`src/common/icache_consts.svh`:
```
// Instruction cache geometry constants
`ifndef ICACHE_CONSTS_SVH
`define ICACHE_CONSTS_SVH

// Address and instruction widths
`define IC_PLEN 32
`define IC_ILEN 32

// Line layout, 4 instructions make a 128-bit line
`define IC_LINE_WORDS 4
// Instructions returned per fetch group
`define IC_FETCH_NUM 2

// Associativity and set count, 16 sets
`define IC_NUM_WAYS 2
`define IC_INDEX_W 4

// Byte offset inside a line
`define IC_OFFSET_W 4
// Tag is what is left of the address above index and offset
`define IC_TAG_W 24

// Replacement LFSR width
`define IC_LFSR_W 4

`endif

```
`src/common/icache_pkg.sv`:
```
// Instruction cache vector types and controller state encoding
`include "icache_consts.svh"

package icache_pkg;

  // Addresses and address fields
  typedef logic [`IC_PLEN-1:0] paddr_t;
  typedef logic [`IC_TAG_W-1:0] tag_t;
  typedef logic [`IC_INDEX_W-1:0] index_t;
  // Instruction slot inside a line
  typedef logic [$clog2(`IC_LINE_WORDS)-1:0] slot_t;
  typedef logic [$clog2(`IC_NUM_WAYS)-1:0] way_t;

  // Payload
  typedef logic [`IC_ILEN-1:0] instr_t;
  typedef logic [`IC_LINE_WORDS*`IC_ILEN-1:0] line_t;
  typedef logic [`IC_FETCH_NUM*`IC_ILEN-1:0] fetch_t;

  // Controller FSM
  typedef enum logic [2:0] {
    IDLE,
    LOOKUP,
    MISS_REQ,
    MISS_WAIT,
    RECOVER
  } ic_state_e;

endpackage

```
`src/common/ic_lookup_if.sv`:
```
// Interface for an accepted fetch request's decoded fields
interface ic_lookup_if;

  // One-cycle pulse in the accept cycle
  logic accept;
  // Fields held from accept until the next accept
  icache_pkg::tag_t tag;
  icache_pkg::index_t index;
  icache_pkg::slot_t slot;
  // Flush request, straight from the fetch unit
  logic flush;

  modport dec (output accept, output tag, output index, output slot, output flush);

  // Controller compares tags and builds the miss address
  modport ctrl (input accept, input tag, input index, input flush);

  modport resp (input accept, input slot, input flush);

endinterface

```
`src/logic/ic_fetch_resp.sv`:
```
// Fetch response stage with fetch group select from the hit line and response register
`include "icache_consts.svh"

module ic_fetch_resp (
  input  logic                clk_i,
  input  logic                rst_ni,
  ic_lookup_if.resp           lk,
  input  logic                hit_i,
  input  icache_pkg::line_t   hit_line_i,
  output logic                rsp_valid_o,
  output icache_pkg::fetch_t  rsp_instrs_o
);

  icache_pkg::fetch_t group;

  // Consecutive words from the start slot within one line
  always_comb begin
    icache_pkg::slot_t word_idx;
    group = '0;
    for (int i = 0; i < `IC_FETCH_NUM; i++) begin
      word_idx = icache_pkg::slot_t'(lk.slot + i);
      group[i*`IC_ILEN +: `IC_ILEN] = hit_line_i[word_idx*`IC_ILEN +: `IC_ILEN];
    end
  end

  // ------------------------------------------------------------------
  // Response register
  // ------------------------------------------------------------------
  always_ff @(posedge clk_i or negedge rst_ni) begin
    if (!rst_ni) begin
      rsp_valid_o <= 1'b0;
    end else if (lk.flush || lk.accept) begin
      // Held answer is stale once a new request or flush arrives
      rsp_valid_o <= 1'b0;
    end else if (hit_i) begin
      rsp_valid_o <= 1'b1;
    end
  end

  // Fetch group captured on the hit
  always_ff @(posedge clk_i) begin
    if (hit_i) begin
      rsp_instrs_o <= group;
    end
  end

endmodule

```
`src/flat_wrapper.sv`:
```
// flat-port wrapper written by rule: the top's interface ports become plain ports
module ic_fetch_resp_flat 
  (clk_i, rst_ni, hit_i, hit_line_i, rsp_valid_o, rsp_instrs_o, lk_accept, lk_slot, lk_flush);
  ic_lookup_if lk_i ();
  input  logic clk_i;
  input  logic rst_ni;
  input  logic hit_i;
  input  icache_pkg::line_t hit_line_i;
  output logic rsp_valid_o;
  output icache_pkg::fetch_t rsp_instrs_o;
  input wire logic [$bits(lk_i.accept)-1:0] lk_accept;
  input wire logic [$bits(lk_i.slot)-1:0] lk_slot;
  input wire logic [$bits(lk_i.flush)-1:0] lk_flush;
  assign lk_i.accept = lk_accept;
  assign lk_i.slot = lk_slot;
  assign lk_i.flush = lk_flush;
  ic_fetch_resp u_core (.clk_i(clk_i), .rst_ni(rst_ni), .lk(lk_i), .hit_i(hit_i), .hit_line_i(hit_line_i), .rsp_valid_o(rsp_valid_o), .rsp_instrs_o(rsp_instrs_o));
endmodule
```
`config.mk`:
```
export PLATFORM = sky130hd
export DESIGN_NAME = ic_fetch_resp_flat
export DESIGN_NICKNAME = d
export VERILOG_FILES = /design/src/common/icache_pkg.sv /design/src/common/ic_lookup_if.sv /design/src/logic/ic_fetch_resp.sv /design/src/flat_wrapper.sv
export VERILOG_INCLUDE_DIRS = /design/src /design/src/common
export SDC_FILE = /design/constraint.sdc
export NUM_CORES = 1
export LEC_CHECK = 0
export ABC_AREA = 1
export BUFFER_PORTS_ARGS = -buffer_cell sky130_fd_sc_hd__buf_2
export CAP_MARGIN = 15
export CORE_MARGIN = 2
export CORE_UTILIZATION = 49
export DETAILED_ROUTE_END_ITERATION = 8
export PLACE_DENSITY = 0.88
export REMOVE_ABC_BUFFERS = 1
export SKIP_CTS_REPAIR_TIMING = 1
export SYNTH_ARGS = -nofsm -noshare
export SYNTH_HDL_FRONTEND = slang
export SYNTH_SLANG_ARGS = --single-unit
export TNS_END_PERCENT = 30
```
`constraint.sdc`:
```
create_clock -name clk_i -period 0.8 [get_ports clk_i]
set_input_delay 0 -clock clk_i [delete_from_list [all_inputs] [get_ports clk_i]]
set_output_delay 0 -clock clk_i [all_outputs]
set_load 0.02 [all_outputs]
```
==> reports/metrics.yaml <==
final_layout:
  utilization_pct: 65.0
  nNetsFinal: 1077
  area_growth_pct: 31.0
  fill_cells: 917
  final_common_cell: "nand2_1"
  n_antenna_cell: 0
  final_cell_mix: "nand2_1, buf_2, inv_1"
  layout-drive-gt1-share_pct: 24.5
detailed_routing:
  ant_nets: 0
  via_per_inst: 4.59
  drt_iter0_drc: 229
  routed_wl_um: 12500
  wire_per_inst_um: 11.6
  post-route-drc-count: 0
  dr.pass1.iters: 4
  vias: 4956
power_and_ir_drop:
  powerDensity_nw_per_um2: 1640
  ir_drop_mv: 0.884
  p_leak_uw: 0.00381
floorplanning:
  fp.dieH_um: 103
  std_cell_rows: 36
  dieArea_um2: 10600
  core-area_um2: 9640
  io_pins: 200
  start_util_pct: 49.6
  die_x_um: 103
critical_path:
  crit_type: "reg -> out"
  path_buf_inv: 1
  path_cells: "buf_6"
  timing.critical_path.slowest_stage_cell: "edfxtp_1"
  required_ns: 0.80
  cp-start-kind: "register"
  crit_fanout: 1
  cp_slowest_stage_delay_ns: 0.42
  cp-end-kind: "primary output"
  critPathTopFamily: "flip-flops"
  critical_path_arrival_ns: 0.91
placed_design:
  finalWeightedCongestion: 0.818
  dpl.hpwl_um: 8980
  port_buffers: 199
timing:
  min_period_ns: 0.905
  clock.fmax_mhz: 1100
  finalSetupTns_ns: -3.78
  fin_crit_sh_pct: 113
  tightest_slew_ns: 0.269
  maxSlewHeadroom_pct: 82.1
  rsz0062_at_grt: "true"
  setup_ws_ns: -0.105
  slew_viol_final: 0
  hold_violations: 0
  skew_ns: 0
  finalSetupViolations: 65
clock_network:
  tritoncts: "done"
  clock_path_buffers: 2
  root_buffer: "clkbuf_8"
  htreeDepth: 3
  clock_latency_ns: 0.33
  numClockSinks: 65
  path_clk_slew_ns: 0.08
  cts_buffers: 9
synth:
  yosys_warnings: 0
  synth-seq-cells: 65
  yosysSeqAreaShare_pct: 40.7
  syn_area_um2: 4780
  avgSynthCellArea_um2: 6.34
  netlist_instances: 754
  synthDistinctLibCells: 16
outcome:
  violations: "negative setup slack"
  status: "complete, but fails checks"
global_routing:
  grt_pass1_wl_um: 19100
  grt_pass1_vias: 4297
  gr-usage-all-layers_pct: 22.9
  gr-total-overflow: 0
  grt_max_degree: 63
  antenna_found_initial: 0
worst_hold_path:
  hold_class: "in -> reg"
job:
  cap_viol_max_count: 0
[cells in the mapped netlist]
cell / count / area (um^2)
edfxtp_1: 64 / 1920
buf_8: 1 / 15.0
nor2_1: 1 / 3.75
nor3_1: 1 / 5.00
dfrtp_1: 1 / 25.0
clkbuf_1: 6 / 22.5
nand3_1: 64 / 320
inv_1: 128 / 480
inv_2: 1 / 3.75
nand2_2: 2 / 12.5
buf_2: 8 / 40.0
inv_4: 1 / 6.26
buf_4: 15 / 113
nand2_1: 449 / 1690
buf_1: 1 / 3.75
buf_6: 11 / 124
[area by class of cell]
class | count | area, um^2 | area share, %
clock buffer | 14 | 163 | 2.60
clock inverter | 2 | 60.1 | 0.959
inverter | 130 | 490 | 7.83
timing repair buffer | 219 | 1410 | 22.5
sequential | 65 | 1950 | 31.1
multi-input combinational | 517 | 2030 | 32.4
tap | 133 | 166 | 2.66
[per-stage QoR]
| step | total power (uW) | instance area (um^2) | hold WS, ns | instances | worst slack, ns |
|---|---|---|---|---|---|
| after floorplan | 5740 | 4460 | -0.296 | 712 | -0.990 |
| after global placement | 6940 | 5870 | -0.225 | 1060 | -0.168 |
| after detailed placement | 7000 | 5870 | -0.224 | 1060 | -0.218 |
| after CTS | 10200 | 6100 | -0.593 | 1076 | -0.128 |
| after global routing | 10800 | 6260 | 0.0338 | 1080 | -0.140 |
| final | 10200 | 6260 | 0.0392 | 1080 | -0.105 |
[flip-flops by register name (all words and copies together) (netlist names)]
signal / cells
u_core.rsp_valid_o: 1
u_core.rsp_instrs_o: 64
[kinds of logic after synthesis]
logic type / count (synthesis) / synth area share [%]
simple gates: 517 / 42.4
buf+inv: 172 / 16.9
flops: 65 / 40.7
[path summary, 6_finish.rpt]
kind | start | end | slack (ns) | depth (start not counted)
worst max register to register | u_core.rsp_valid_o$_DFFE_PN0P_ | u_core.rsp_valid_o$_DFFE_PN0P_ | 0.15 | 2
min in group asynchronous | rst_ni | u_core.rsp_valid_o$_DFFE_PN0P_ | 0.52 | 3
worst max-delay path | u_core.rsp_instrs_o[1]$_DFFE_PP_ | rsp_instrs_o[1] | -0.11 | 1
worst min register to register | u_core.rsp_valid_o$_DFFE_PN0P_ | u_core.rsp_valid_o$_DFFE_PN0P_ | 0.58 | 2
max in group asynchronous | rst_ni | u_core.rsp_valid_o$_DFFE_PN0P_ | 0.18 | 3
worst min-delay path | hit_line_i[97] | u_core.rsp_instrs_o[33]$_DFFE_PP_ | 0.04 | 5
[power breakdown]
group | leakage (uW) | switching [uW] | total (uW) | internal [uW]
Sequential | 0.000639 | 115 | 4300 | 4180
Combinational | 0.00306 | 1670 | 2790 | 1120
Clock | 0.000111 | 1220 | 3160 | 1930
Total | 0.00381 | 3010 | 10200 | 7240
[per-layer routing]
metal,vias up,routed length (um),global-route usage [%],share of wire (%)
li1,2604,-,-,-
met1,2154,5170,28.3,41
met2,177,6290,39.8,50
met3,21,821,4.41,6.6
met4,0,225,8.30,1.8
met5,-,0,0,0
Power figures use the tool's default switching activity.
