$ cat config.mk
export PLATFORM = sky130hd
export DESIGN_NAME = ic_arrays_flat
export DESIGN_NICKNAME = d
export VERILOG_FILES = /design/src/common/icache_pkg.sv /design/src/common/ic_fill_if.sv /design/src/cache_array/ic_arrays.sv /design/src/flat_wrapper.sv
export VERILOG_INCLUDE_DIRS = /design/src /design/src/common
export SDC_FILE = /design/constraint.sdc
export NUM_CORES = 2
export LEC_CHECK = 0
export BUFFER_PORTS_ARGS = -buffer_cell sky130_fd_sc_hd__buf_2
export CORE_UTILIZATION = 45
export CTS_BUF_LIST = sky130_fd_sc_hd__clkbuf_2 sky130_fd_sc_hd__clkbuf_4 sky130_fd_sc_hd__clkbuf_8
export CTS_CLUSTER_SIZE = 12
export DETAILED_ROUTE_END_ITERATION = 6
export SLEW_MARGIN = 20
export SYNTH_ARGS = -nofsm -noshare
export SYNTH_HDL_FRONTEND = slang
export SYNTH_MEMORY_MAX_BITS = 65536
export SYNTH_SLANG_ARGS = --single-unit
$ cat constraint.sdc
create_clock -name clk_i -period 1.2 [get_ports clk_i]
set_input_delay 0.3 -clock clk_i [delete_from_list [all_inputs] [get_ports clk_i]]
set_output_delay 0.3 -clock clk_i [all_outputs]
set_load 0.02 [all_outputs]
$ cat src/common/icache_consts.svh
// Instruction cache geometry constants
`ifndef ICACHE_CONSTS_SVH
`define ICACHE_CONSTS_SVH

// Address and instruction widths
`define IC_PLEN 32
`define IC_ILEN 32

// Line layout, 4 instructions make a 128-bit line
`define IC_LINE_WORDS 4
// Instructions returned per fetch group
`define IC_FETCH_NUM 2

// Associativity and set count, 16 sets
`define IC_NUM_WAYS 2
`define IC_INDEX_W 4

// Byte offset inside a line
`define IC_OFFSET_W 4
// Tag is what is left of the address above index and offset
`define IC_TAG_W 24

// Replacement LFSR width
`define IC_LFSR_W 4

`endif

$ cat src/common/icache_pkg.sv
// Instruction cache vector types and controller state encoding
`include "icache_consts.svh"

package icache_pkg;

  // Addresses and address fields
  typedef logic [`IC_PLEN-1:0] paddr_t;
  typedef logic [`IC_TAG_W-1:0] tag_t;
  typedef logic [`IC_INDEX_W-1:0] index_t;
  // Instruction slot inside a line
  typedef logic [$clog2(`IC_LINE_WORDS)-1:0] slot_t;
  typedef logic [$clog2(`IC_NUM_WAYS)-1:0] way_t;

  // Payload
  typedef logic [`IC_ILEN-1:0] instr_t;
  typedef logic [`IC_LINE_WORDS*`IC_ILEN-1:0] line_t;
  typedef logic [`IC_FETCH_NUM*`IC_ILEN-1:0] fetch_t;

  // Controller FSM
  typedef enum logic [2:0] {
    IDLE,
    LOOKUP,
    MISS_REQ,
    MISS_WAIT,
    RECOVER
  } ic_state_e;

endpackage

$ cat src/common/ic_fill_if.sv
// Interface for the refill write into the cache arrays
interface ic_fill_if;

  // Write strobe, one cycle per refill
  logic we;
  icache_pkg::way_t way;
  icache_pkg::index_t index;
  icache_pkg::tag_t tag;
  icache_pkg::line_t line;

  // Controller owns the write
  modport ctrl (output we, output way, output index, output tag, output line);

  modport arr (input we, input way, input index, input tag, input line);

endinterface

$ cat src/cache_array/ic_arrays.sv
// Cache tag, valid and data arrays with one registered read port and one write port
`include "icache_consts.svh"

module ic_arrays (
  input  logic                                   clk_i,
  input  logic                                   rst_ni,
  input  icache_pkg::index_t                     rd_index_i,
  output icache_pkg::tag_t  [`IC_NUM_WAYS-1:0]   tags_o,
  output logic              [`IC_NUM_WAYS-1:0]   valids_o,
  output icache_pkg::line_t [`IC_NUM_WAYS-1:0]   lines_o,
  ic_fill_if.arr                                 fill
);

  localparam int unsigned NUM_SETS = 1 << `IC_INDEX_W;

  // Storage, one entry per way and set
  icache_pkg::tag_t  tag_mem  [`IC_NUM_WAYS][NUM_SETS];
  icache_pkg::line_t data_mem [`IC_NUM_WAYS][NUM_SETS];
  logic [`IC_NUM_WAYS-1:0][NUM_SETS-1:0] valid_q;

  // ------------------------------------------------------------------
  // Tag and data memories
  // ------------------------------------------------------------------
  always_ff @(posedge clk_i) begin
    if (fill.we) begin
      tag_mem[fill.way][fill.index]  <= fill.tag;
      data_mem[fill.way][fill.index] <= fill.line;
    end
    // Read sees the old entry when it hits the set being written
    for (int w = 0; w < `IC_NUM_WAYS; w++) begin
      tags_o[w]  <= tag_mem[w][rd_index_i];
      lines_o[w] <= data_mem[w][rd_index_i];
    end
  end

  // ------------------------------------------------------------------
  // Valid bits
  // ------------------------------------------------------------------
  always_ff @(posedge clk_i or negedge rst_ni) begin
    if (!rst_ni) begin
      valid_q  <= '0;
      valids_o <= '0;
    end else begin
      // Refill sets the bit, nothing clears it short of reset
      if (fill.we) begin
        valid_q[fill.way][fill.index] <= 1'b1;
      end
      for (int w = 0; w < `IC_NUM_WAYS; w++) begin
        valids_o[w] <= valid_q[w][rd_index_i];
      end
    end
  end

  // Refill target comes from the controller's saved miss context
  fill_target_known_a: assert property (
    @(posedge clk_i) disable iff (!rst_ni)
    fill.we |-> !$isunknown({fill.way, fill.index})
  );

endmodule

$ cat src/flat_wrapper.sv
// flat-port wrapper written by rule: the top's interface ports become plain ports
module ic_arrays_flat 
  (clk_i, rst_ni, rd_index_i, tags_o, valids_o, lines_o, fill_we, fill_way, fill_index, fill_tag, fill_line);
  ic_fill_if fill_i ();
  input  logic clk_i;
  input  logic rst_ni;
  input  icache_pkg::index_t rd_index_i;
  output icache_pkg::tag_t  [`IC_NUM_WAYS-1:0] tags_o;
  output logic              [`IC_NUM_WAYS-1:0] valids_o;
  output icache_pkg::line_t [`IC_NUM_WAYS-1:0] lines_o;
  input wire logic [$bits(fill_i.we)-1:0] fill_we;
  input wire logic [$bits(fill_i.way)-1:0] fill_way;
  input wire logic [$bits(fill_i.index)-1:0] fill_index;
  input wire logic [$bits(fill_i.tag)-1:0] fill_tag;
  input wire logic [$bits(fill_i.line)-1:0] fill_line;
  assign fill_i.we = fill_we;
  assign fill_i.way = fill_way;
  assign fill_i.index = fill_index;
  assign fill_i.tag = fill_tag;
  assign fill_i.line = fill_line;
  ic_arrays u_core (.clk_i(clk_i), .rst_ni(rst_ni), .rd_index_i(rd_index_i), .tags_o(tags_o), .valids_o(valids_o), .lines_o(lines_o), .fill(fill_i));
endmodule
==> summary.md <==
| Metric | Value |
|---|---|
| Net count after synthesis | 8487 |
| Post-detailed-routing wire length | 547800 µm |
| Met2 Routed Length | 269400 µm |
| Setup ws final | -1.039 ns |
| Net count reported at finish | 10912 |
| Worst path max stage delay | 0.48 ns |
| Most frequent cell after synthesis | sky130_fd_sc_hd__edfxtp_1 |
| Cell area after technology mapping | 0.1899 mm² |
| Unique cell type count in the Yosys netlist | 22 |
| Clock latency on the worst-skew pair | 1.30 ns |
| Crit. End Element | primary output |
| Fraction of final layout cells sized beyond drive strength 1 | 43.14% |
| Top FF cell, synth | sky130_fd_sc_hd__edfxtp_1 |
| Slew at the pin with the worst max-slew slack | 0.9843 ns |
| Worst setup timing slack at the placement stage | -1.168 ns |
| Layout overhead on the synthesized area | 26.60% |
| Largest driver fanout on the critical path | 1 |
| Cts bufs inserted | 813 |
| Metal1 wirelength | 218700 µm |
| Asr flop ratio synth | 0.6536% |
| Largest net degree at the start of global routing | 51 |
| Maximum clock insertion buffer count | 4 |
| Portion of the post-synthesis area used by sequential elements | 80.57% |
| Area fraction of the dominant cell type after synthesis | 76.92% |
| Antenna violations before repair | 35 |
| WP data arrival | 1.94 ns |
| Achievable clock frequency | 446.6 MHz |
| Quantity of I/O buffers inserted on ports | 469 |
| Die Span X | 651.6 µm |
| Tmin final | 2.239 ns |
| Routed length on met3 | 40660 µm |
| CTS tree | built |
| Hold slack final | 0.06991 ns |
| Mean routed wirelength per cell | 32.00 µm |
| Final-report max-slew violation count | 0 |
| Setup repair after global routing missed its margin | yes |
| Highest routed layer | met5 |
| Depth of the CTS H-tree | 6 |
| Fraction of the core area covered by cells at the end of the flow | 57.21% |
| Global-route wire length before repair | 762300 µm |
| Fin Clk Skew | 0.07054 ns |
| Max-capacitance violation count | 0 |
| Core Rows | 238 |
| Placed standard-cell area | 0.2152 mm² |
| Final period util | 186.6% |
| Min-delay worst type | in -> reg |
| Post-Synthesis Mean Instance Area | 22.81 µm² |
| Top Ports | 470 |
| Result of the run | finished, violations left |
| Family with the most delay on the worst path | flip-flops |
| Final design area excluding fillers | 0.2404 mm² |
| Commonest cells in the netlist | sky130_fd_sc_hd__edfxtp_1 (4864), sky130_fd_sc_hd__mux4_2 (1006), sky130_fd_sc_hd__a22oi_1 (721) |
| Worst slew margin relative to its limit | 34.16% |
| Slowest cell on the critical path | sky130_fd_sc_hd__dfrtp_2 |
| Cell types occupying the most area after synthesis | sky130_fd_sc_hd__edfxtp_1 (77%), sky130_fd_sc_hd__mux4_2 (12%), sky130_fd_sc_hd__dfxtp_1 (3.2%) |
| Ratio of routed vias to standard cells | 5.764 |
| Number of register bits inferred by synthesis | 5202 |
| Violated checks | negative setup slack |
| Clock sink count | 5202 |
| Count of yosys warnings during synthesis | 0 |
| Clock transition at path regs | 0.06 ns |
| Setup Viol. Count Final | 3551 |
| Detailed-routing iteration count for the pre-antenna-repair pass | 6 |
| Detailed-route DRC error count | 0 |
| Total leakage power | 0.08097 µW |
| Tot Pwr | 384600 µW |
| Leftover overflow at the end of global routing | 0 |
| Critical path cell sequence | buf_6 |
| Clock Tree Root | sky130_fd_sc_hd__clkbuf_8 |
| Category of the worst setup path launch point | register |
| GRT Resource Usage Total | 25.42% |
| Estimated wirelength of the detail-placed design | 339200 µm |
| Die footprint | 0.4246 mm² |
| Worst path required time | 0.90 ns |
| Via count of the first global-routing pass | 102120 |
| Total number of vias | 98686 |
| Placeable core area | 0.4202 mm² |
| EDFF count, synth | 4864 |
| Final-report hold violation count | 0 |
| Die H | 651.6 µm |
| Number of DRC markers after the initial detailed-route iteration | 11048 |
| Maximum VDD drop | 1.250 mV |
| Count of nets left with antenna violations after detail routing | 0 |
| Power density of the placed cells | 1600 mW/mm² |
| Worst setup path class | reg -> out |
| Starting Density | 45.19% |
| CP bufs+invs | 1 |
| Filler cell count | 30588 |
| Final Wtd Congestion | 0.8030 |
| Biggest area consumer among synthesized cells | sky130_fd_sc_hd__edfxtp_1 |
| Cell count after synthesis | 8323 |
## cell usage in the layout (no fill, tap or decap), types with 161 or more instances in the layout
master / count
sky130_fd_sc_hd__nand2_1: 279
sky130_fd_sc_hd__mux2i_1: 436
sky130_fd_sc_hd__dfxtp_4: 161
sky130_fd_sc_hd__buf_6: 304
sky130_fd_sc_hd__dlygate4sd3_1: 298
sky130_fd_sc_hd__a22oi_1: 307
sky130_fd_sc_hd__mux4_2: 1006
sky130_fd_sc_hd__clkinv_1: 172
sky130_fd_sc_hd__clkbuf_8: 893
sky130_fd_sc_hd__edfxtp_1: 4864
sky130_fd_sc_hd__buf_4: 615
sky130_fd_sc_hd__buf_12: 636
sky130_fd_sc_hd__a22oi_2: 414
sky130_fd_sc_hd__clkbuf_4: 302
## worst register-to-register path: cells and delay by family, from the launching register on
family          cells  cell delay, ns
mux                 1            0.48
buf+inv             1            0.18
compound gates      2            0.37
flops               1            0.38
## power breakdown
group	total [µW]	switching (µW)	internal, µW
Sequential	204000	2380	202000
Clock	154000	71000	82900
Combinational	26300	14200	12200
Total	385000	87600	297000
## sequential cells by signal, indices dropped and copies added, names as in the netlist
signal           count
u_core.lines_o     256
u_core.valid_q      32
u_core.tags_o       48
u_core.tag_mem     768
u_core.valids_o      2
u_core.data_mem   4096
## final timing paths
path	depth (start not counted)	to	start	slack, ns
worst min register to register	1	u_core.valid_q[18]$_DFFE_PN0P_	u_core.valid_q[18]$_DFFE_PN0P_	0.47
worst max register to register	4	u_core.lines_o[80]$_DFF_P_	u_core.data_mem[0][976]$_DFFE_PP_	-0.32
worst max-delay path	1	valids_o[0]	u_core.valids_o[0]$_DFF_PN0_	-1.04
min in group asynchronous	4	u_core.valid_q[24]$_DFFE_PN0P_	rst_ni	0.09
worst min-delay path	8	u_core.lines_o[80]$_DFF_P_	rd_index_i[2]	0.07
max in group asynchronous	5	u_core.valids_o[1]$_DFF_PN0_	rst_ni	0.30
## routing by layer
metal,GRT usage (%),vias to the layer above
met2,41.77,4474
met4,8.845,8
met3,4.743,866
li1,-,40310
met1,34.27,53028
met5,0,-
## area by class of cell
class	count	area (µm²)	share of cell area, %
clock inverters	331	2489	1.035
clock buffers	1195	14560	6.056
well taps	5640	7057	2.936
diodes	21	52.55	0.02186
repair buffers	2057	25210	10.49
multi-input cells	2674	37240	15.49
flip-flops and latches	5202	153800	63.97
## logic make-up (layout without fill, tap and decap cells)
logic type             after synthesis  after routing  synth area share (%)
and+or+nand+nor                    496            496                 1.129
muxes                             1442           1442                 14.23
AOI/OAI and AO/OA                  736            736                 2.890
other                                0             21                     0
buffers and inverters              447           3583                 1.178
DFF                               5202           5202                 80.57
## per-stage QoR
stage	cells	setup TNS (ns)
finish	17120	-552.93
global route	17111	-478.35
CTS	17081	-453.79
detailed placement	15258	-3680.79
global placement	15258	-3653.37
floorplan	8323	-
## timing repair
item	4_1_cts	5_1_grt
hold buffers	331	8
cloned	0	4
pin swaps	485	65
setup buffers	1	17
hold endpoints to repair	8780	722
endpoints found under the setup margin	608	3483
gates resized for setup	1443	177
Power figures use the tool's default switching activity.
