<file path="config.mk">
export PLATFORM = sky130hd
export DESIGN_NAME = ic_ctrl_flat
export DESIGN_NICKNAME = d
export VERILOG_FILES = /design/src/common/icache_pkg.sv /design/src/common/ic_lookup_if.sv /design/src/common/ic_fill_if.sv /design/src/logic/ic_ctrl.sv /design/src/flat_wrapper.sv
export VERILOG_INCLUDE_DIRS = /design/src /design/src/common
export SDC_FILE = /design/constraint.sdc
export NUM_CORES = 1
export LEC_CHECK = 0
export ABC_AREA = 1
export BUFFER_PORTS_ARGS = -buffer_cell sky130_fd_sc_hd__buf_2
export CORE_AREA = 5 5 309 311
export DETAILED_ROUTE_END_ITERATION = 16
export DIE_AREA = 0 0 314 316
export GPL_TIMING_DRIVEN = 0
export PLACE_DENSITY = 0.34
export SYNTH_ARGS = -nofsm -noshare
export SYNTH_HDL_FRONTEND = slang
export SYNTH_SLANG_ARGS = --single-unit
</file>
<file path="constraint.sdc">
create_clock -name clk_i -period 2.51 [get_ports clk_i]
set_clock_uncertainty 0.1 [all_clocks]
set_input_delay 0.251 -clock clk_i [delete_from_list [all_inputs] [get_ports clk_i]]
set_output_delay 0.251 -clock clk_i [all_outputs]
set_load 0.01 [all_outputs]
</file>
<file path="src/common/icache_consts.svh">
// Instruction cache geometry constants
`ifndef ICACHE_CONSTS_SVH
`define ICACHE_CONSTS_SVH

// Address and instruction widths
`define IC_PLEN 32
`define IC_ILEN 32

// Line layout, 4 instructions make a 128-bit line
`define IC_LINE_WORDS 4
// Instructions returned per fetch group
`define IC_FETCH_NUM 2

// Associativity and set count, 16 sets
`define IC_NUM_WAYS 2
`define IC_INDEX_W 4

// Byte offset inside a line
`define IC_OFFSET_W 4
// Tag is what is left of the address above index and offset
`define IC_TAG_W 24

// Replacement LFSR width
`define IC_LFSR_W 4

`endif

</file>
<file path="src/common/icache_pkg.sv">
// Instruction cache vector types and controller state encoding
`include "icache_consts.svh"

package icache_pkg;

  // Addresses and address fields
  typedef logic [`IC_PLEN-1:0] paddr_t;
  typedef logic [`IC_TAG_W-1:0] tag_t;
  typedef logic [`IC_INDEX_W-1:0] index_t;
  // Instruction slot inside a line
  typedef logic [$clog2(`IC_LINE_WORDS)-1:0] slot_t;
  typedef logic [$clog2(`IC_NUM_WAYS)-1:0] way_t;

  // Payload
  typedef logic [`IC_ILEN-1:0] instr_t;
  typedef logic [`IC_LINE_WORDS*`IC_ILEN-1:0] line_t;
  typedef logic [`IC_FETCH_NUM*`IC_ILEN-1:0] fetch_t;

  // Controller FSM
  typedef enum logic [2:0] {
    IDLE,
    LOOKUP,
    MISS_REQ,
    MISS_WAIT,
    RECOVER
  } ic_state_e;

endpackage

</file>
<file path="src/common/ic_lookup_if.sv">
// Interface for an accepted fetch request's decoded fields
interface ic_lookup_if;

  // One-cycle pulse in the accept cycle
  logic accept;
  // Fields held from accept until the next accept
  icache_pkg::tag_t tag;
  icache_pkg::index_t index;
  icache_pkg::slot_t slot;
  // Flush request, straight from the fetch unit
  logic flush;

  modport dec (output accept, output tag, output index, output slot, output flush);

  // Controller compares tags and builds the miss address
  modport ctrl (input accept, input tag, input index, input flush);

  modport resp (input accept, input slot, input flush);

endinterface

</file>
<file path="src/common/ic_fill_if.sv">
// Interface for the refill write into the cache arrays
interface ic_fill_if;

  // Write strobe, one cycle per refill
  logic we;
  icache_pkg::way_t way;
  icache_pkg::index_t index;
  icache_pkg::tag_t tag;
  icache_pkg::line_t line;

  // Controller owns the write
  modport ctrl (output we, output way, output index, output tag, output line);

  modport arr (input we, input way, input index, input tag, input line);

endinterface

</file>
<file path="src/logic/ic_ctrl.sv">
// Cache controller with FSM, hit compare, LFSR victim choice, miss port and refill write
`include "icache_consts.svh"

module ic_ctrl (
  input  logic                                  clk_i,
  input  logic                                  rst_ni,
  ic_lookup_if.ctrl                             lk,
  input  icache_pkg::tag_t  [`IC_NUM_WAYS-1:0]  tags_i,
  input  logic              [`IC_NUM_WAYS-1:0]  valids_i,
  input  icache_pkg::line_t [`IC_NUM_WAYS-1:0]  lines_i,
  output logic                                  ready_o,
  output logic                                  hit_o,
  output icache_pkg::line_t                     hit_line_o,
  output logic                                  miss_req_valid_o,
  input  logic                                  miss_req_ready_i,
  output icache_pkg::paddr_t                    miss_req_paddr_o,
  output icache_pkg::way_t                      miss_req_way_o,
  input  logic                                  refill_valid_i,
  output logic                                  refill_ready_o,
  input  icache_pkg::line_t                     refill_data_i,
  ic_fill_if.ctrl                               fill
);

  icache_pkg::ic_state_e state_q, state_d;
  logic                    killed_q;
  logic [`IC_LFSR_W-1:0]   lfsr_q;
  logic [`IC_NUM_WAYS-1:0] hit_vec;
  logic                    hit_any;
  icache_pkg::way_t        hit_idx;
  icache_pkg::way_t        inv_idx;
  icache_pkg::way_t        victim;
  // Miss context held from LOOKUP until the refill lands
  icache_pkg::tag_t        miss_tag_q;
  icache_pkg::index_t      miss_index_q;
  icache_pkg::way_t        miss_way_q;

  // ------------------------------------------------------------------
  // Hit compare and victim choice
  // ------------------------------------------------------------------
  for (genvar w = 0; w < `IC_NUM_WAYS; w++) begin : gen_hit
    assign hit_vec[w] = valids_i[w] && (tags_i[w] == lk.tag);
  end
  assign hit_any = |hit_vec;

  // Lowest matching way and lowest invalid way
  always_comb begin
    hit_idx = '0;
    inv_idx = '0;
    for (int w = `IC_NUM_WAYS - 1; w >= 0; w--) begin
      if (hit_vec[w]) hit_idx = icache_pkg::way_t'(w);
      if (!valids_i[w]) inv_idx = icache_pkg::way_t'(w);
    end
  end

  // Full set falls back to the LFSR
  assign victim     = (&valids_i) ? lfsr_q[$bits(icache_pkg::way_t)-1:0] : inv_idx;
  assign hit_line_o = lines_i[hit_idx];
  // No response for a killed request or one flushed right now
  assign hit_o = (state_q == icache_pkg::LOOKUP) && hit_any && !killed_q && !lk.flush;

  // ------------------------------------------------------------------
  // FSM
  // ------------------------------------------------------------------
  always_comb begin
    state_d = state_q;
    unique case (state_q)
      icache_pkg::IDLE:      if (lk.accept) state_d = icache_pkg::LOOKUP;
      icache_pkg::LOOKUP:    state_d = hit_any ? icache_pkg::IDLE : icache_pkg::MISS_REQ;
      icache_pkg::MISS_REQ:  if (miss_req_ready_i) state_d = icache_pkg::MISS_WAIT;
      icache_pkg::MISS_WAIT: if (refill_valid_i) state_d = icache_pkg::RECOVER;
      // Quiet cycle so the array read picks up the new line
      icache_pkg::RECOVER:   state_d = icache_pkg::LOOKUP;
      default:               state_d = icache_pkg::IDLE;
    endcase
  end

  always_ff @(posedge clk_i or negedge rst_ni) begin
    if (!rst_ni) begin
      state_q  <= icache_pkg::IDLE;
      killed_q <= 1'b0;
      lfsr_q   <= `IC_LFSR_W'(1);
    end else begin
      state_q <= state_d;
      // Free-running LFSR with taps for x^4 + x^3 + 1
      lfsr_q  <= {lfsr_q[`IC_LFSR_W-2:0], lfsr_q[`IC_LFSR_W-1] ^ lfsr_q[`IC_LFSR_W-2]};
      // Flush in flight lets the refill finish but drops the answer
      if (lk.accept) begin
        killed_q <= 1'b0;
      end else if (lk.flush && state_q != icache_pkg::IDLE) begin
        killed_q <= 1'b1;
      end
    end
  end

  always_ff @(posedge clk_i) begin
    if (state_q == icache_pkg::LOOKUP && !hit_any) begin
      miss_tag_q   <= lk.tag;
      miss_index_q <= lk.index;
      miss_way_q   <= victim;
    end
  end

  // ------------------------------------------------------------------
  // Miss and refill ports
  // ------------------------------------------------------------------
  assign ready_o          = (state_q == icache_pkg::IDLE);
  assign miss_req_valid_o = (state_q == icache_pkg::MISS_REQ);
  // Line-aligned address
  assign miss_req_paddr_o = {miss_tag_q, miss_index_q, {`IC_OFFSET_W{1'b0}}};
  assign miss_req_way_o   = miss_way_q;
  assign refill_ready_o   = (state_q == icache_pkg::MISS_WAIT);

  assign fill.we    = refill_ready_o && refill_valid_i;
  assign fill.way   = miss_way_q;
  assign fill.index = miss_index_q;
  assign fill.tag   = miss_tag_q;
  assign fill.line  = refill_data_i;

  miss_req_hold_a: assert property (
    @(posedge clk_i) disable iff (!rst_ni)
    miss_req_valid_o && !miss_req_ready_i |=>
      miss_req_valid_o && $stable(miss_req_paddr_o) && $stable(miss_req_way_o)
  );

  // Refills never leave two ways of a set holding the same tag
  single_hit_way_a: assert property (
    @(posedge clk_i) disable iff (!rst_ni)
    (state_q == icache_pkg::LOOKUP) |-> $onehot0(hit_vec)
  );

endmodule

</file>
<file path="src/flat_wrapper.sv">
// flat-port wrapper written by rule: the top's interface ports become plain ports
module ic_ctrl_flat 
  (clk_i, rst_ni, tags_i, valids_i, lines_i, ready_o, hit_o, hit_line_o, miss_req_valid_o, miss_req_ready_i, miss_req_paddr_o, miss_req_way_o, refill_valid_i, refill_ready_o, refill_data_i, lk_accept, lk_tag, lk_index, lk_flush, fill_we, fill_way, fill_index, fill_tag, fill_line);
  ic_lookup_if lk_i ();
  ic_fill_if fill_i ();
  input  logic clk_i;
  input  logic rst_ni;
  input  icache_pkg::tag_t  [`IC_NUM_WAYS-1:0] tags_i;
  input  logic              [`IC_NUM_WAYS-1:0] valids_i;
  input  icache_pkg::line_t [`IC_NUM_WAYS-1:0] lines_i;
  output logic ready_o;
  output logic hit_o;
  output icache_pkg::line_t hit_line_o;
  output logic miss_req_valid_o;
  input  logic miss_req_ready_i;
  output icache_pkg::paddr_t miss_req_paddr_o;
  output icache_pkg::way_t miss_req_way_o;
  input  logic refill_valid_i;
  output logic refill_ready_o;
  input  icache_pkg::line_t refill_data_i;
  input wire logic [$bits(lk_i.accept)-1:0] lk_accept;
  input wire logic [$bits(lk_i.tag)-1:0] lk_tag;
  input wire logic [$bits(lk_i.index)-1:0] lk_index;
  input wire logic [$bits(lk_i.flush)-1:0] lk_flush;
  output wire logic [$bits(fill_i.we)-1:0] fill_we;
  output wire logic [$bits(fill_i.way)-1:0] fill_way;
  output wire logic [$bits(fill_i.index)-1:0] fill_index;
  output wire logic [$bits(fill_i.tag)-1:0] fill_tag;
  output wire logic [$bits(fill_i.line)-1:0] fill_line;
  assign lk_i.accept = lk_accept;
  assign lk_i.tag = lk_tag;
  assign lk_i.index = lk_index;
  assign lk_i.flush = lk_flush;
  assign fill_we = fill_i.we;
  assign fill_way = fill_i.way;
  assign fill_index = fill_i.index;
  assign fill_tag = fill_i.tag;
  assign fill_line = fill_i.line;
  ic_ctrl u_core (.clk_i(clk_i), .rst_ni(rst_ni), .lk(lk_i), .tags_i(tags_i), .valids_i(valids_i), .lines_i(lines_i), .ready_o(ready_o), .hit_o(hit_o), .hit_line_o(hit_line_o), .miss_req_valid_o(miss_req_valid_o), .miss_req_ready_i(miss_req_ready_i), .miss_req_paddr_o(miss_req_paddr_o), .miss_req_way_o(miss_req_way_o), .refill_valid_i(refill_valid_i), .refill_ready_o(refill_ready_o), .refill_data_i(refill_data_i), .fill(fill_i));
endmodule
</file>
==> summary.md <==
| Metric | Value |
|---|---|
| RSZ-0062 raised after global routing | true |
| I/O Buffers | 658 |
| Startpoint Class | primary input |
| Crit path cell chain | clkbuf_4 > inv_1 > nand2_1 > nand2_1 > nor2_1 > nand3_2 > nor2_4 > nand3_4 > nor2b_4 > buf_12 > buf_16 > buf_8 > nor2_1 > nor2_1 > buf_2 |
| GRT overflow | 0 |
| # IOs | 791 |
| Drt pass-1 iters | 5 |
| Setup Viol. Count Final | 0 |
| Chip Width | 314 um |
| Worst-Skew Late Latency | 300 ps |
| Layout area overhead | 103% |
| R2R Path End | u_core.fill.tag[19]$_DFFE_PP_ |
| Wire per inst | 17.5 um |
| DRT iter0 DRCs | 395 |
| Placeable Area | 0.0925 mm^2 |
| Die area | 0.0992 mm^2 |
| Ratio of cells with drive above 1 in the final layout | 60.0% |
| Fin. Hold Viols | 0 |
| Max frequency | 411 MHz |
| Avg Synthesized Cell Area | 5.84 um^2 |
| Clock buffer depth | 2 |
| Crit path required time | 2160 ps |
| Mapped cell area | 0.00542 mm^2 |
| CTS tree | done |
| Outcome | finished clean |
| Commonest non-fill, non-tap cell in the layout | buf_2 |
| Leakage | 5.83 nW |
| Maximum vdd ir drop | 227 uV |
| Hold Startpoint | lk_index[3] |
| Register area share after synthesis | 19.8% |
| Initial antenna violation count | 36 |
| Synth area leader | nor2_1 |
| Die Y | 316 um |
| Reg2reg setup slack | 550 ps |
| Max-Cap Viols | 0 |
| Final antenna-violating net count | 0 |
| GPL Wtd Cong | 0.788 |
| # clock sinks | 37 |
| Root Buffer | clkbuf_16 |
| Synth warn | 0 |
| Top cell type's share of synthesized area | 28.4% |
| Worst Path Max Fanout | 10 |
| CP max stage cell | buf_16 |
| H-tree Lvls | 2 |
| Post-layout nets | 2074 |
| Hold path cells | 1 |
| Placed Area | 0.0102 mm^2 |
| Initial core utilization | 5.86% |
| Min-Delay Path Class | primary input to register |
| Flip-flop and latch count after synthesis | 37 |
| Setup crit end kind | output port |
| RR Startpoint | u_core.state_q[2]$_DFFE_PN0P_ |
| # DRC | 0 |
| Period minus WS final | 2430 ps |
| Reg2reg path depth | 3 |
| Delay of the slowest critical-path stage | 170 ps |
| Final Cycle Share | 96.9% |
| First-pass GRT wire length | 61800 um |
| Final slew viol count | 0 |
| Most frequent CP cell | nor2_1 |
| Floorplan row count | 112 |
| Design Area, Final | 0.0110 mm^2 |
| Via count | 8024 |
| Clock-pin slew on the worst setup and hold paths | 60 ps |
| Drt total wl | 49100 um |
| Post-synth cell types | 30 |
| GRT Util Overall | 8.85% |
| WHS Endpoint | u_core.fill.index[3]$_DFFE_PP_ |
| Layout fillers | 11000 |
| PD cells | 353 mW/mm^2 |
| Synth Instances | 928 |
| Commonest non-fill, non-tap cells in the layout | 641 x buf_2, 373 x nor2_1, 184 x buf_4 |
| Final hold slack | 24.1 ps |
| CTS buffer count | 5 |
| Vias per cell | 2.86 |
| Crit Path Class | primary input to output port |
| DP HPWL | 44900 um |
| Vias in the first global route | 7822 |
| Largest net degree at the start of global routing | 16 |
| Crit path arrival time | 2080 ps |
| Top cells by area, synth | nor2_1 28%, buf_4 22%, edfxtp_1 16% |
[synthesized netlist by cell type]
| cell | count |
|---|---|
| a21boi_0 | 1 |
| a21oi_1 | 3 |
| buf_2 | 12 |
| buf_4 | 161 |
| buf_6 | 13 |
| buf_8 | 3 |
| clkinv_1 | 1 |
| conb_1 | 1 |
| dfrtp_1 | 7 |
| dfstp_2 | 1 |
| edfxtp_1 | 29 |
| inv_1 | 70 |
| inv_2 | 6 |
| nand2_1 | 120 |
| nand2_2 | 3 |
| nand2b_4 | 1 |
| nand3_1 | 14 |
| nand3_2 | 2 |
| nand4_1 | 9 |
| nor2_1 | 410 |
| nor2_2 | 22 |
| nor2b_4 | 1 |
| nor3_1 | 11 |
| nor3b_1 | 2 |
| o21ai_0 | 6 |
| o21ai_1 | 3 |
| o21ai_2 | 1 |
| or2_2 | 2 |
| xnor2_1 | 5 |
| xor2_1 | 8 |
[routing by layer]
layer	GRT usage, %	wire length [um]	vias up	share of wire, %
li1	-	-	3983	-
met1	10.5	18900	3464	39
met2	15.0	22900	485	47
met3	4.27	6290	72	13
met4	1.12	855	20	1.7
met5	0	111	-	0.23
[worst max path at each step]
stage / cells past startpoint / slack (ps) / end / startpoint
2_1_floorplan: 9 / 660 / u_core.fill.index[0]$_DFFE_PP_ / lk_tag[6]
3_3_place_gp: 11 / -580 / hit_line_o[96] / lk_tag[14]
3_5_place_dp: 11 / -490 / hit_line_o[96] / lk_tag[14]
4_1_cts: 14 / 3 / hit_line_o[108] / lk_tag[4]
5_1_grt: 15 / -20 / hit_line_o[80] / tags_i[41]
6_report: 15 / 80 / hit_line_o[103] / lk_tag[2]
[through the flow]
step | cells | util [%] | total power, W | setup TNS (ps) | setup slack, ps
finish | 2810 | 11.9 | 0.00388 | 0 | 76.7
global route | 2806 | 11.9 | 0.00418 | -18.8 | -16.4
CTS | 2799 | 11.5 | 0.00396 | 0 | 2.51
detailed placement | 2786 | 11.0 | 0.00320 | -36750 | -493
global placement | 2786 | 11.0 | 0.00322 | -49000 | -585
floorplan | 931 | - | 0.00204 | 0 | 660
[area by class of cell]
type	count	area (um^2)	share of cell area (%)
Tap cell	1197	1500	13.6
Antenna cell	6	15.0	0.137
Inverter	77	293	2.66
Clock buffer	6	129	1.17
Sequential cell	37	1070	9.75
Clock inverter	2	10.0	0.0910
Timing Repair Buffer	668	3500	31.9
Timing Repair inverter	1	7.51	0.0683
Buffer	188	1590	14.5
Multi-Input combinational cell	628	2870	26.1
[state kept, by name (all words and copies together), names as in the netlist]
register and cells:
u_core.fill.tag 24, u_core.fill.index 4, u_core.lfsr_q 4, u_core.state_q 3, u_core.fill.way 1, u_core.killed_q 1
[logic make-up (layout without fill, tap and decap cells)]
logic type,after synthesis,after routing,synth area share (%)
simple gates,597,597,44.3
buf+inv,266,942,32.3
flops,37,37,19.8
compound gates,14,14,1.41
xor+xnor,13,13,2.10
other cells,1,10,0.0692
[critical path: cells and delay by family]
kind	cells	cell delay, ps
simple gates	9	960
buf+inv	6	860
[power by group]
part,internal [W],total [W],switching [W]
registers,0.000896,0.000997,0.000101
logic,0.00101,0.00223,0.00122
clock network,0.000366,0.000652,0.000286
total,0.00227,0.00388,0.00161
[timing repair]
action | CTS | global route
pin swaps | 7 | 24
gates resized for setup | 61 | 74
gates cloned | 1 | 4
hold buffers | 1 | 0
endpoints found under the hold margin | 8 | 0
endpoints found under the setup margin | 151 | 152
buffers inserted | 3 | 2
Power figures use the tool's default switching activity.
